## config.mk

```make
export PLATFORM = sky130hd
export DESIGN_NAME = core_top
export DESIGN_NICKNAME = d
export VERILOG_FILES = /design/src/rv_pkg.sv /design/src/mux_key.sv /design/src/idu.sv /design/src/ifu.sv /design/src/regfile.sv /design/src/alu.sv /design/src/lsu.sv /design/src/core_top.sv
export SDC_FILE = /design/constraint.sdc
export NUM_CORES = 2
export LEC_CHECK = 0
export BUFFER_PORTS_ARGS = -buffer_cell sky130_fd_sc_hd__buf_2
export CORE_MARGIN = 4
export CORE_UTILIZATION = 30
export CTS_CLUSTER_SIZE = 40
export DETAILED_ROUTE_END_ITERATION = 7
export GPL_TIMING_DRIVEN = 1
export PLACE_DENSITY = 0.51
export SLEW_MARGIN = 30
export SYNTH_ARGS = -nofsm -noshare
export SYNTH_HDL_FRONTEND = slang
export SYNTH_SLANG_ARGS = --single-unit
```

## constraint.sdc

```tcl
create_clock -name i_clk -period 8.6 [get_ports i_clk]
set_clock_uncertainty 0.1 [all_clocks]
set_input_delay 1.29 -clock i_clk [delete_from_list [all_inputs] [get_ports i_clk]]
set_output_delay 1.29 -clock i_clk [all_outputs]
set_load 0.05 [all_outputs]
```

## src/rv_pkg.sv

```systemverilog
// RV64I core shared types
`default_nettype none

package rv_pkg;

  localparam int XLEN = 64;

  typedef enum logic [3:0] {
    ALU_ADD      = 4'b0000,
    ALU_COPY_IMM = 4'b0011,
    ALU_ADDW     = 4'b1001,
    ALU_EBREAK   = 4'b1110,
    ALU_NONE     = 4'b1111
  } alu_op_e;

  typedef enum logic [2:0] {
    MEM_WORD   = 3'b100,
    MEM_DOUBLE = 3'b110,
    MEM_NONE   = 3'b111
  } mem_op_e;

  typedef enum logic {
    ASRC_RS1 = 1'b0,
    ASRC_PC  = 1'b1
  } asrc_e;

  typedef enum logic [1:0] {
    BSRC_RS2  = 2'b00,
    BSRC_IMM  = 2'b01,
    BSRC_FOUR = 2'b10
  } bsrc_e;

  typedef struct packed {
    logic    reg_wr;
    asrc_e   asrc;
    bsrc_e   bsrc;
    alu_op_e alu_op;
    logic    pc_jump;
    logic    pc_base_rs1;
    logic    mem_to_reg;
    logic    mem_wr;
    mem_op_e mem_op;
    logic    halt;
  } ctrl_t;

  typedef struct packed {
    logic            valid;
    logic            we;
    logic [XLEN-1:0] addr;
    logic [XLEN-1:0] wdata;
    logic [7:0]      mask;
  } dmem_req_t;

  typedef enum logic [1:0] {
    PH_FETCH = 2'b00,
    PH_EXEC  = 2'b01,
    PH_MEM   = 2'b10
  } phase_e;

endpackage

`default_nettype wire

```

## src/mux_key.sv

```systemverilog
// Keyed lookup with default
`timescale 1ns/1ps
`default_nettype none

module mux_key #(
  parameter int  NR_KEY  = 2,
  parameter int  KEY_LEN = 1,
  parameter type data_t  = logic
) (
  input  wire [KEY_LEN-1:0]                             i_key,
  input  wire [NR_KEY-1:0][KEY_LEN+$bits(data_t)-1:0]   i_lut,
  input  wire data_t                                    i_default,
  output data_t                                         o_out
);

  localparam int DATA_LEN = $bits(data_t);

  // each entry holds the key in its upper bits and the value below it.
  always_comb begin
    o_out = i_default;
    for (int i = 0; i < NR_KEY; i++) begin
      if (i_lut[i][KEY_LEN+DATA_LEN-1 -: KEY_LEN] == i_key) begin
        o_out = data_t'(i_lut[i][DATA_LEN-1:0]);
      end
    end
  end

endmodule

`default_nettype wire

```

## src/idu.sv

```systemverilog
// Instruction decode unit
`timescale 1ns/1ps
`default_nettype none

module idu import rv_pkg::*; (
  input  wire [31:0]      i_inst,
  output logic [XLEN-1:0] o_imm,
  output logic [4:0]      o_ra,
  output logic [4:0]      o_rb,
  output logic [4:0]      o_rd,
  output ctrl_t           o_ctrl
);

  logic [6:0]      opcode;
  logic [2:0]      funct3;
  logic [6:0]      funct7;
  logic [XLEN-1:0] imm_i;
  logic [XLEN-1:0] imm_u;
  logic [XLEN-1:0] imm_s;
  logic [XLEN-1:0] imm_j;
  logic            inst_lui;
  logic            inst_auipc;
  logic            inst_jal;
  logic            inst_jalr;
  logic            inst_lw;
  logic            inst_sw;
  logic            inst_addi;
  logic            inst_ebreak;
  logic            inst_sd;
  logic            inst_addw;
  logic            type_i;
  logic            type_u;
  logic            type_s;
  logic            type_j;
  logic            alu_plus;
  mem_op_e         mem_op;
  alu_op_e         alu_op;

  assign opcode = i_inst[6:0];
  assign funct3 = i_inst[14:12];
  assign funct7 = i_inst[31:25];
  assign o_ra   = i_inst[19:15];
  assign o_rb   = i_inst[24:20];
  assign o_rd   = i_inst[11:7];

  assign imm_i = {{52{i_inst[31]}}, i_inst[31:20]};
  assign imm_u = {{32{i_inst[31]}}, i_inst[31:12], 12'b0};
  assign imm_s = {{52{i_inst[31]}}, i_inst[31:25], i_inst[11:7]};
  assign imm_j = {{44{i_inst[31]}}, i_inst[19:12], i_inst[20], i_inst[30:21], 1'b0};

  assign inst_lui    = (opcode == 7'b0110111);
  assign inst_auipc  = (opcode == 7'b0010111);
  assign inst_jal    = (opcode == 7'b1101111);
  assign inst_jalr   = (opcode == 7'b1100111) && (funct3 == 3'b000);
  assign inst_lw     = (opcode == 7'b0000011) && (funct3 == 3'b010);
  assign inst_sw     = (opcode == 7'b0100011) && (funct3 == 3'b010);
  assign inst_addi   = (opcode == 7'b0010011) && (funct3 == 3'b000);
  assign inst_sd     = (opcode == 7'b0100011) && (funct3 == 3'b011);
  assign inst_addw   = (opcode == 7'b0111011) && (funct3 == 3'b000) && (funct7 == 7'b0000000);
  // only the exact encoding counts, so ecall falls through as a no-op.
  assign inst_ebreak = (i_inst == 32'h0010_0073);

  assign type_i = inst_lw || inst_addi || inst_ebreak || inst_jalr;
  assign type_u = inst_lui || inst_auipc;
  assign type_s = inst_sw || inst_sd;
  assign type_j = inst_jal;

  // r-type and unknown encodings leave the immediate at zero.
  mux_key #(.NR_KEY(4), .KEY_LEN(4), .data_t(logic [XLEN-1:0])) u_imm_mux (
    .i_key     ({type_i, type_u, type_s, type_j}),
    .i_lut     ({4'b1000, imm_i,
                 4'b0100, imm_u,
                 4'b0010, imm_s,
                 4'b0001, imm_j}),
    .i_default ('0),
    .o_out     (o_imm)
  );

  mux_key #(.NR_KEY(2), .KEY_LEN(2), .data_t(mem_op_e)) u_mem_mux (
    .i_key     ({inst_lw || inst_sw, inst_sd}),
    .i_lut     ({2'b10, MEM_WORD,
                 2'b01, MEM_DOUBLE}),
    .i_default (MEM_NONE),
    .o_out     (mem_op)
  );

  assign alu_plus = inst_auipc || inst_jal || inst_jalr || inst_lw || inst_sw ||
                    inst_addi || inst_sd;

  mux_key #(.NR_KEY(4), .KEY_LEN(4), .data_t(alu_op_e)) u_alu_mux (
    .i_key     ({inst_lui, alu_plus, inst_addw, inst_ebreak}),
    .i_lut     ({4'b1000, ALU_COPY_IMM,
                 4'b0100, ALU_ADD,
                 4'b0010, ALU_ADDW,
                 4'b0001, ALU_EBREAK}),
    .i_default (ALU_NONE),
    .o_out     (alu_op)
  );

  always_comb begin
    o_ctrl.reg_wr = inst_lui || inst_auipc || inst_jal || inst_jalr ||
                    inst_lw || inst_addi || inst_addw;
    o_ctrl.asrc   = (inst_jal || inst_jalr || inst_auipc) ? ASRC_PC : ASRC_RS1;
    // jumps add four to pc for the link value.
    if (inst_jal || inst_jalr) begin
      o_ctrl.bsrc = BSRC_FOUR;
    end else if (type_i || type_u || type_s) begin
      o_ctrl.bsrc = BSRC_IMM;
    end else begin
      o_ctrl.bsrc = BSRC_RS2;
    end
    o_ctrl.alu_op      = alu_op;
    o_ctrl.pc_jump     = inst_jal || inst_jalr;
    o_ctrl.pc_base_rs1 = inst_jalr;
    o_ctrl.mem_to_reg  = inst_lw;
    o_ctrl.mem_wr      = type_s;
    o_ctrl.mem_op      = mem_op;
    o_ctrl.halt        = inst_ebreak;
  end

endmodule

`default_nettype wire

```

## src/ifu.sv

```systemverilog
// Fetch and sequencing unit
`timescale 1ns/1ps
`default_nettype none

module ifu import rv_pkg::*; #(
  parameter logic [XLEN-1:0] RESET_PC = '0
) (
  input  wire             i_clk,
  input  wire             i_rst,
  input  wire [31:0]      i_inst,
  input  wire ctrl_t      i_ctrl,
  input  wire [XLEN-1:0]  i_imm,
  input  wire [XLEN-1:0]  i_rs1,
  output logic [XLEN-1:0] o_pc,
  output logic [31:0]     o_ir,
  output phase_e          o_phase,
  output logic            o_ifetch,
  output logic            o_halt
);

  logic [XLEN-1:0] jump_base;
  logic [XLEN-1:0] next_pc;

  assign jump_base = i_ctrl.pc_base_rs1 ? i_rs1 : o_pc;
  // jump targets always have bit 0 cleared, as jalr requires.
  assign next_pc   = i_ctrl.pc_jump ? ((jump_base + i_imm) & ~64'd1) : (o_pc + 64'd4);
  assign o_ifetch  = (o_phase == PH_FETCH) && !o_halt;

  always_ff @(posedge i_clk) begin
    if (i_rst) begin
      o_pc    <= RESET_PC;
      o_phase <= PH_FETCH;
      o_halt  <= 1'b0;
    end else begin
      case (o_phase)
        PH_FETCH: begin
          if (!o_halt) begin
            o_phase <= PH_EXEC;
          end
        end
        PH_EXEC: begin
          if (i_ctrl.halt) begin
            o_halt  <= 1'b1;
            o_phase <= PH_FETCH;
          end else if (i_ctrl.mem_to_reg) begin
            o_phase <= PH_MEM;
          end else begin
            o_pc    <= next_pc;
            o_phase <= PH_FETCH;
          end
        end
        default: begin
          o_pc    <= next_pc;
          o_phase <= PH_FETCH;
        end
      endcase
    end
  end

  always_ff @(posedge i_clk) begin
    if (o_ifetch) begin
      o_ir <= i_inst;
    end
  end

endmodule

`default_nettype wire

```

## src/regfile.sv

```systemverilog
// Integer register file
`timescale 1ns/1ps
`default_nettype none

module regfile import rv_pkg::*; (
  input  wire             i_clk,
  input  wire             i_rst,
  input  wire [4:0]       i_ra,
  input  wire [4:0]       i_rb,
  input  wire [4:0]       i_rd,
  input  wire             i_we,
  input  wire [XLEN-1:0]  i_wdata,
  output logic [XLEN-1:0] o_rs1,
  output logic [XLEN-1:0] o_rs2
);

  logic [XLEN-1:0] regs [0:31];

  // x0 is never written, so it keeps the value from reset.
  always_ff @(posedge i_clk) begin
    if (i_rst) begin
      for (int i = 0; i < 32; i++) begin
        regs[i] <= '0;
      end
    end else if (i_we && (i_rd != 5'd0)) begin
      regs[i_rd] <= i_wdata;
    end
  end

  // reads are combinational and x0 always reads as zero
  assign o_rs1 = (i_ra == 5'd0) ? '0 : regs[i_ra];
  assign o_rs2 = (i_rb == 5'd0) ? '0 : regs[i_rb];

endmodule

`default_nettype wire

```

## src/alu.sv

```systemverilog
// Integer ALU
`timescale 1ns/1ps
`default_nettype none

module alu import rv_pkg::*; (
  input  wire ctrl_t      i_ctrl,
  input  wire [XLEN-1:0]  i_pc,
  input  wire [XLEN-1:0]  i_rs1,
  input  wire [XLEN-1:0]  i_rs2,
  input  wire [XLEN-1:0]  i_imm,
  output logic [XLEN-1:0] o_result
);

  logic [XLEN-1:0] op_a;
  logic [XLEN-1:0] op_b;
  logic [XLEN-1:0] sum;

  assign op_a = (i_ctrl.asrc == ASRC_PC) ? i_pc : i_rs1;

  always_comb begin
    case (i_ctrl.bsrc)
      BSRC_RS2:  op_b = i_rs2;
      BSRC_IMM:  op_b = i_imm;
      BSRC_FOUR: op_b = 64'd4;
      default:   op_b = '0;
    endcase
  end

  assign sum = op_a + op_b;

  // the same adder gives the link value and the memory address.
  always_comb begin
    case (i_ctrl.alu_op)
      ALU_ADD:      o_result = sum;
      ALU_ADDW:     o_result = {{32{sum[31]}}, sum[31:0]};
      ALU_COPY_IMM: o_result = i_imm;
      default:      o_result = '0;
    endcase
  end

endmodule

`default_nettype wire

```

## src/lsu.sv

```systemverilog
// Load and store unit
`timescale 1ns/1ps
`default_nettype none

module lsu import rv_pkg::*; (
  input  wire ctrl_t      i_ctrl,
  input  wire [XLEN-1:0]  i_addr,
  input  wire [XLEN-1:0]  i_rs2,
  input  wire             i_exec,
  input  wire [XLEN-1:0]  i_rdata,
  output dmem_req_t       o_dmem,
  output logic [XLEN-1:0] o_load
);

  logic        upper_word;
  logic [31:0] load_word;

  assign upper_word = i_addr[2];

  always_comb begin
    o_dmem.valid = i_exec && (i_ctrl.mem_op != MEM_NONE);
    o_dmem.we    = i_ctrl.mem_wr;
    o_dmem.addr  = i_addr;
    case (i_ctrl.mem_op)
      MEM_WORD: begin
        // a word goes out on both halves and the mask picks one.
        o_dmem.wdata = {2{i_rs2[31:0]}};
        o_dmem.mask  = upper_word ? 8'hf0 : 8'h0f;
      end
      MEM_DOUBLE: begin
        o_dmem.wdata = i_rs2;
        o_dmem.mask  = 8'hff;
      end
      default: begin
        o_dmem.wdata = '0;
        o_dmem.mask  = '0;
      end
    endcase
  end

  assign load_word = upper_word ? i_rdata[63:32] : i_rdata[31:0];

  assign o_load = (i_ctrl.mem_op == MEM_WORD) ? {{32{load_word[31]}}, load_word} : i_rdata;

endmodule

`default_nettype wire

```

## src/core_top.sv

```systemverilog
// RV64I multi-cycle core
`timescale 1ns/1ps
`default_nettype none

module core_top import rv_pkg::*; #(
  parameter logic [XLEN-1:0] RESET_PC = '0
) (
  input  wire             i_clk,
  input  wire             i_rst,
  input  wire [31:0]      i_inst,
  input  wire [XLEN-1:0]  i_rdata,
  output logic [XLEN-1:0] o_pc,
  output logic            o_ifetch,
  output dmem_req_t       o_dmem,
  output logic            o_halt
);

  logic [31:0]     ir;
  phase_e          phase;
  ctrl_t           ctrl;
  logic [XLEN-1:0] imm;
  logic [4:0]      ra;
  logic [4:0]      rb;
  logic [4:0]      rd;
  logic [XLEN-1:0] rs1;
  logic [XLEN-1:0] rs2;
  logic [XLEN-1:0] result;
  logic [XLEN-1:0] load;
  logic            rf_we;
  logic [XLEN-1:0] rf_wdata;

  ifu #(.RESET_PC(RESET_PC)) u_ifu (
    .i_clk    (i_clk),
    .i_rst    (i_rst),
    .i_inst   (i_inst),
    .i_ctrl   (ctrl),
    .i_imm    (imm),
    .i_rs1    (rs1),
    .o_pc     (o_pc),
    .o_ir     (ir),
    .o_phase  (phase),
    .o_ifetch (o_ifetch),
    .o_halt   (o_halt)
  );

  idu u_idu (
    .i_inst (ir),
    .o_imm  (imm),
    .o_ra   (ra),
    .o_rb   (rb),
    .o_rd   (rd),
    .o_ctrl (ctrl)
  );

  // loads write back in the mem phase, everything else at the end of exec.
  assign rf_we = ((phase == PH_EXEC) && ctrl.reg_wr && !ctrl.mem_to_reg) ||
                 ((phase == PH_MEM) && ctrl.mem_to_reg);
  assign rf_wdata = ctrl.mem_to_reg ? load : result;

  regfile u_regfile (
    .i_clk   (i_clk),
    .i_rst   (i_rst),
    .i_ra    (ra),
    .i_rb    (rb),
    .i_rd    (rd),
    .i_we    (rf_we),
    .i_wdata (rf_wdata),
    .o_rs1   (rs1),
    .o_rs2   (rs2)
  );

  alu u_alu (
    .i_ctrl   (ctrl),
    .i_pc     (o_pc),
    .i_rs1    (rs1),
    .i_rs2    (rs2),
    .i_imm    (imm),
    .o_result (result)
  );

  lsu u_lsu (
    .i_ctrl  (ctrl),
    .i_addr  (result),
    .i_rs2   (rs2),
    .i_exec  (phase == PH_EXEC),
    .i_rdata (i_rdata),
    .o_dmem  (o_dmem),
    .o_load  (load)
  );

endmodule

`default_nettype wire

```

==> impl_metrics.json <==
{
  "status": "finished clean",
  "max_freq_ghz": 0.118,
  "cts_tree": "done",
  "fin_crit_sh_pct": 98.8,
  "slew_violations": 0,
  "die-area_mm2": 0.416,
  "final_util_pct": 35.2,
  "clkLatencyLatePin_ns": 0.95,
  "worstMarginPinSlew_ns": 1.13,
  "design_area_mm2": 0.142,
  "io_pins": 302,
  "cts_sinks": 2156,
  "rrSetupSlack_ns": 1.37,
  "std_cell_rows": 233,
  "cts_inserted_buffers": 235,
  "worstSetupEndpointType": "output port",
  "routabilityCongestion": 0.993,
  "crit_path_cell_trace": "buf_12 -> buf_4 -> mux4_2 -> mux4_2 -> mux2i_1 -> nor2_1 -> a22o_1 -> ha_1 -> o211a_1 -> nand2b_1 -> nand3_1 -> buf_4 -> a2111oi_2 -> buf_4 -> buf_4 -> o21a_2 -> o21ai_1 -> a31oi_1 -> mux2_2 -> or3_1 -> buf_2",
  "yosys.area.top_type": "edfxtp_1",
  "synth-seq-area-share_pct": 52.6,
  "dp_hpwl_um": 379000,
  "final_common_cell": "edfxtp_1",
  "dpl_cell_area_mm2": 0.133,
  "worst-setup-path-type": "flip-flop to output port",
  "syn_to_final_growth_pct": 16.7,
  "rsz0062_at_grt": "true",
  "reg2regPathDepth": 19,
  "max_cap_viol_count": 0,
  "layout_min_cycle_time_ns": 8.50,
  "synth_edf_count": 2080,
  "route.detailed.drc": 0,
  "grt_use_met3_pct": 6.58,
  "chipHeight_um": 645,
  "power_density_mw_per_mm2": 202,
  "yosys-top-cells-area": "edfxtp_1 (51%), mux4_2 (24%), nor2_1 (6.4%)",
  "critPathMostFrequentCell": "buf_4",
  "root_buffer": "clkbuf_16",
  "yosys_warnings": 0,
  "num_vias": 92769,
  "leakagePower_nw": 48.3,
  "cts_buffer_depth": 4,
  "use_met1_pct": 34.6,
  "crit_fanout": 23,
  "coreArea_mm2": 0.403,
  "slowest_delay_ns": 0.48,
  "cp.depth": 21,
  "overflow": 0,
  "ant_nets": 0,
  "cp-endpoint": "o_dmem[135]",
  "hold_class": "flip-flop to flip-flop",
  "portBuffers": 300,
  "grt.met2_usage_pct": 43.6,
  "required_ns": 7.21,
  "drt_wl_total_um": 590000,
  "setup_viol": 0,
  "final_cell_mix": "edfxtp_1 (2080), nor2_1 (2049), mux4_2 (1276), buf_4 (567), nand2_1 (374)",
  "drt_iter0_markers": 14280,
  "synthArstFlopShare_pct": 0,
  "dp_cells": 14567,
  "cp.arrival_ns": 7.11,
  "yosysTopAreaCellShare_pct": 51.4,
  "fin_nets": 9666,
  "firstDrtPassIters": 8,
  "power_mw": 28.7,
  "grt_busiest_layer": "met2",
  "h-tree-depth": 4,
  "ir_drop_uv": 184,
  "grt_pass1_wl_um": 792000,
  "cp-start-kind": "flip-flop",
  "wl_per_cell_um": 39.2,
  "drive_gt1_share_pct": 30.9,
  "antenna_found_initial": 50,
  "avgSynthCellArea_um2": 13.3,
  "grtUsageTotal_pct": 27.5,
  "syn_inst": 9110,
  "synth.cell_area_mm2": 0.122,
  "fin_cells": 15045,
  "path_delay_family": "multiplexers",
  "via_per_inst": 6.17,
  "cts_hold_buf": 0,
  "ys.flop_type": "edfxtp_1",
  "grt_max_degree": 74,
  "die_w_um": 645,
  "initial_core_util_pct": 30.2,
  "worstReg2RegEnd": "u_ifu.o_pc[58]",
  "path_clk_slew_ns": 0.06,
  "relSlewSlack_pct": 24.5,
  "hold_viol": 0,
  "crit_buf_inv": 6,
  "synth_cell_type_count": 101,
  "synth-seq-cells": 2156,
  "worst_path_max_delay_cell": "mux2i_1",
  "grt_pass1_vias": 91017
}
-- kinds of logic (layout without fill, tap and decap cells) --
family                     count (synthesis)  after routing  share of synthesized area, %
muxes                                   1488           1488                          25.5
adders and majority gates                130            130                          1.35
and+or+nand+nor                         3110           3110                          10.7
xor gates and xnor gates                 100            100                         0.726
buffers and inverters                   1023           1463                          3.30
other                                      1             91                       0.00308
DFF                                     2156           2156                          52.6
AOI/OAI and AO/OA                       1102           1102                          5.80
-- synth_stat cells, types with 14 or more instances --
| cell type | count |
|---|---|
| and3_1 | 37 |
| mux4_2 | 1276 |
| o21bai_1 | 37 |
| o21ai_0 | 232 |
| a21o_1 | 123 |
| nand4_1 | 51 |
| a2111oi_0 | 15 |
| a21oi_1 | 287 |
| nor2_1 | 2058 |
| nand2b_1 | 54 |
| xnor2_1 | 59 |
| or2_2 | 34 |
| edfxtp_1 | 2080 |
| buf_1 | 107 |
| nor2b_1 | 25 |
| ha_1 | 128 |
| and2_1 | 29 |
| buf_2 | 86 |
| nor3_1 | 218 |
| clkbuf_1 | 740 |
| nand2_1 | 437 |
| nand3_1 | 70 |
| o21ai_1 | 37 |
| mux2_2 | 133 |
| a31oi_1 | 29 |
| o22ai_1 | 49 |
| mux2i_1 | 79 |
| nor4_1 | 14 |
| o211ai_1 | 19 |
| xor2_1 | 40 |
| or3_1 | 27 |
| dfxtp_1 | 76 |
| a211oi_1 | 94 |
| o22a_1 | 23 |
| inv_1 | 74 |
| o21a_1 | 24 |
-- where the power goes --
| group | leakage, nW | internal (mW) | total, mW | switching [mW] |
|---|---|---|---|---|
| Combinational | 22.6 | 2.59 | 6.33 | 3.75 |
| Sequential | 22.0 | 11.9 | 12.1 | 0.252 |
| Clock | 3.61 | 5.79 | 10.3 | 4.48 |
-- cell type report --
type / instances / area, µm²
Fill cell: 38979 / 261000
Sequential cell: 2156 / 64000
Multi-Input combinational cell: 5995 / 55100
Timing Repair Buffer: 974 / 8150
Tap cell: 5405 / 6760
Clock buffer: 274 / 6110
Clock inverter: 139 / 1350
Inverter: 76 / 303
Antenna cell: 26 / 65.1
-- how the worst min path moves through the flow --
stage / start / endpoint / slack (ns) / cells past startpoint
detailed placement: u_ifu.o_halt / u_ifu.o_phase[0] / 0.44 / 1
CTS: i_inst[10] / u_ifu.o_ir[10] / 0.42 / 1
floorplan: u_ifu.o_phase[0] / u_ifu.o_phase[0] / 0.39 / 1
finish: u_ifu.o_halt / u_ifu.o_phase[0] / 0.45 / 1
global placement: u_ifu.o_halt / u_ifu.o_phase[0] / 0.42 / 1
global route: i_inst[10] / u_ifu.o_ir[10] / 0.44 / 1
-- sequential cells by signal, indices dropped and copies added, names as in the netlist, named ones only --
name / flops
u_ifu.o_phase: 2
u_ifu.o_pc: 63
u_ifu.o_ir: 32
u_regfile.regs: 2048
u_ifu.o_halt: 1
-- through the flow --
| stage | setup TNS, ns | hold WS [ns] | worst slack, ns |
|---|---|---|---|
| 4_1_cts | 0 | 0.416 | 0.0151 |
| 3_5_place_dp | 0 | 0.445 | 0.346 |
| 3_3_place_gp | -2.11 | 0.425 | -0.533 |
| 5_1_grt | -0.0335 | 0.442 | -0.0120 |
| 2_1_floorplan | 0 | 0.388 | 0.500 |
| 6_report | 0 | 0.454 | 0.101 |
-- what timing repair did --
| item | 4_1_cts | 5_1_grt |
|---|---|---|
| cloned | 5 | 6 |
| gates resized for setup | 34 | 54 |
| buffers inserted | 20 | 7 |
| setup endpoints to repair | 23 | 25 |
| pin swaps | 3 | 2 |
-- layer usage --
layer | up-vias | part of all wire (%)
li1 | 35729 | -
met1 | 48575 | 36
met2 | 7006 | 46
met3 | 1437 | 12
met4 | 22 | 6.5
met5 | - | 0.027
(Power assumes the default switching activity.)
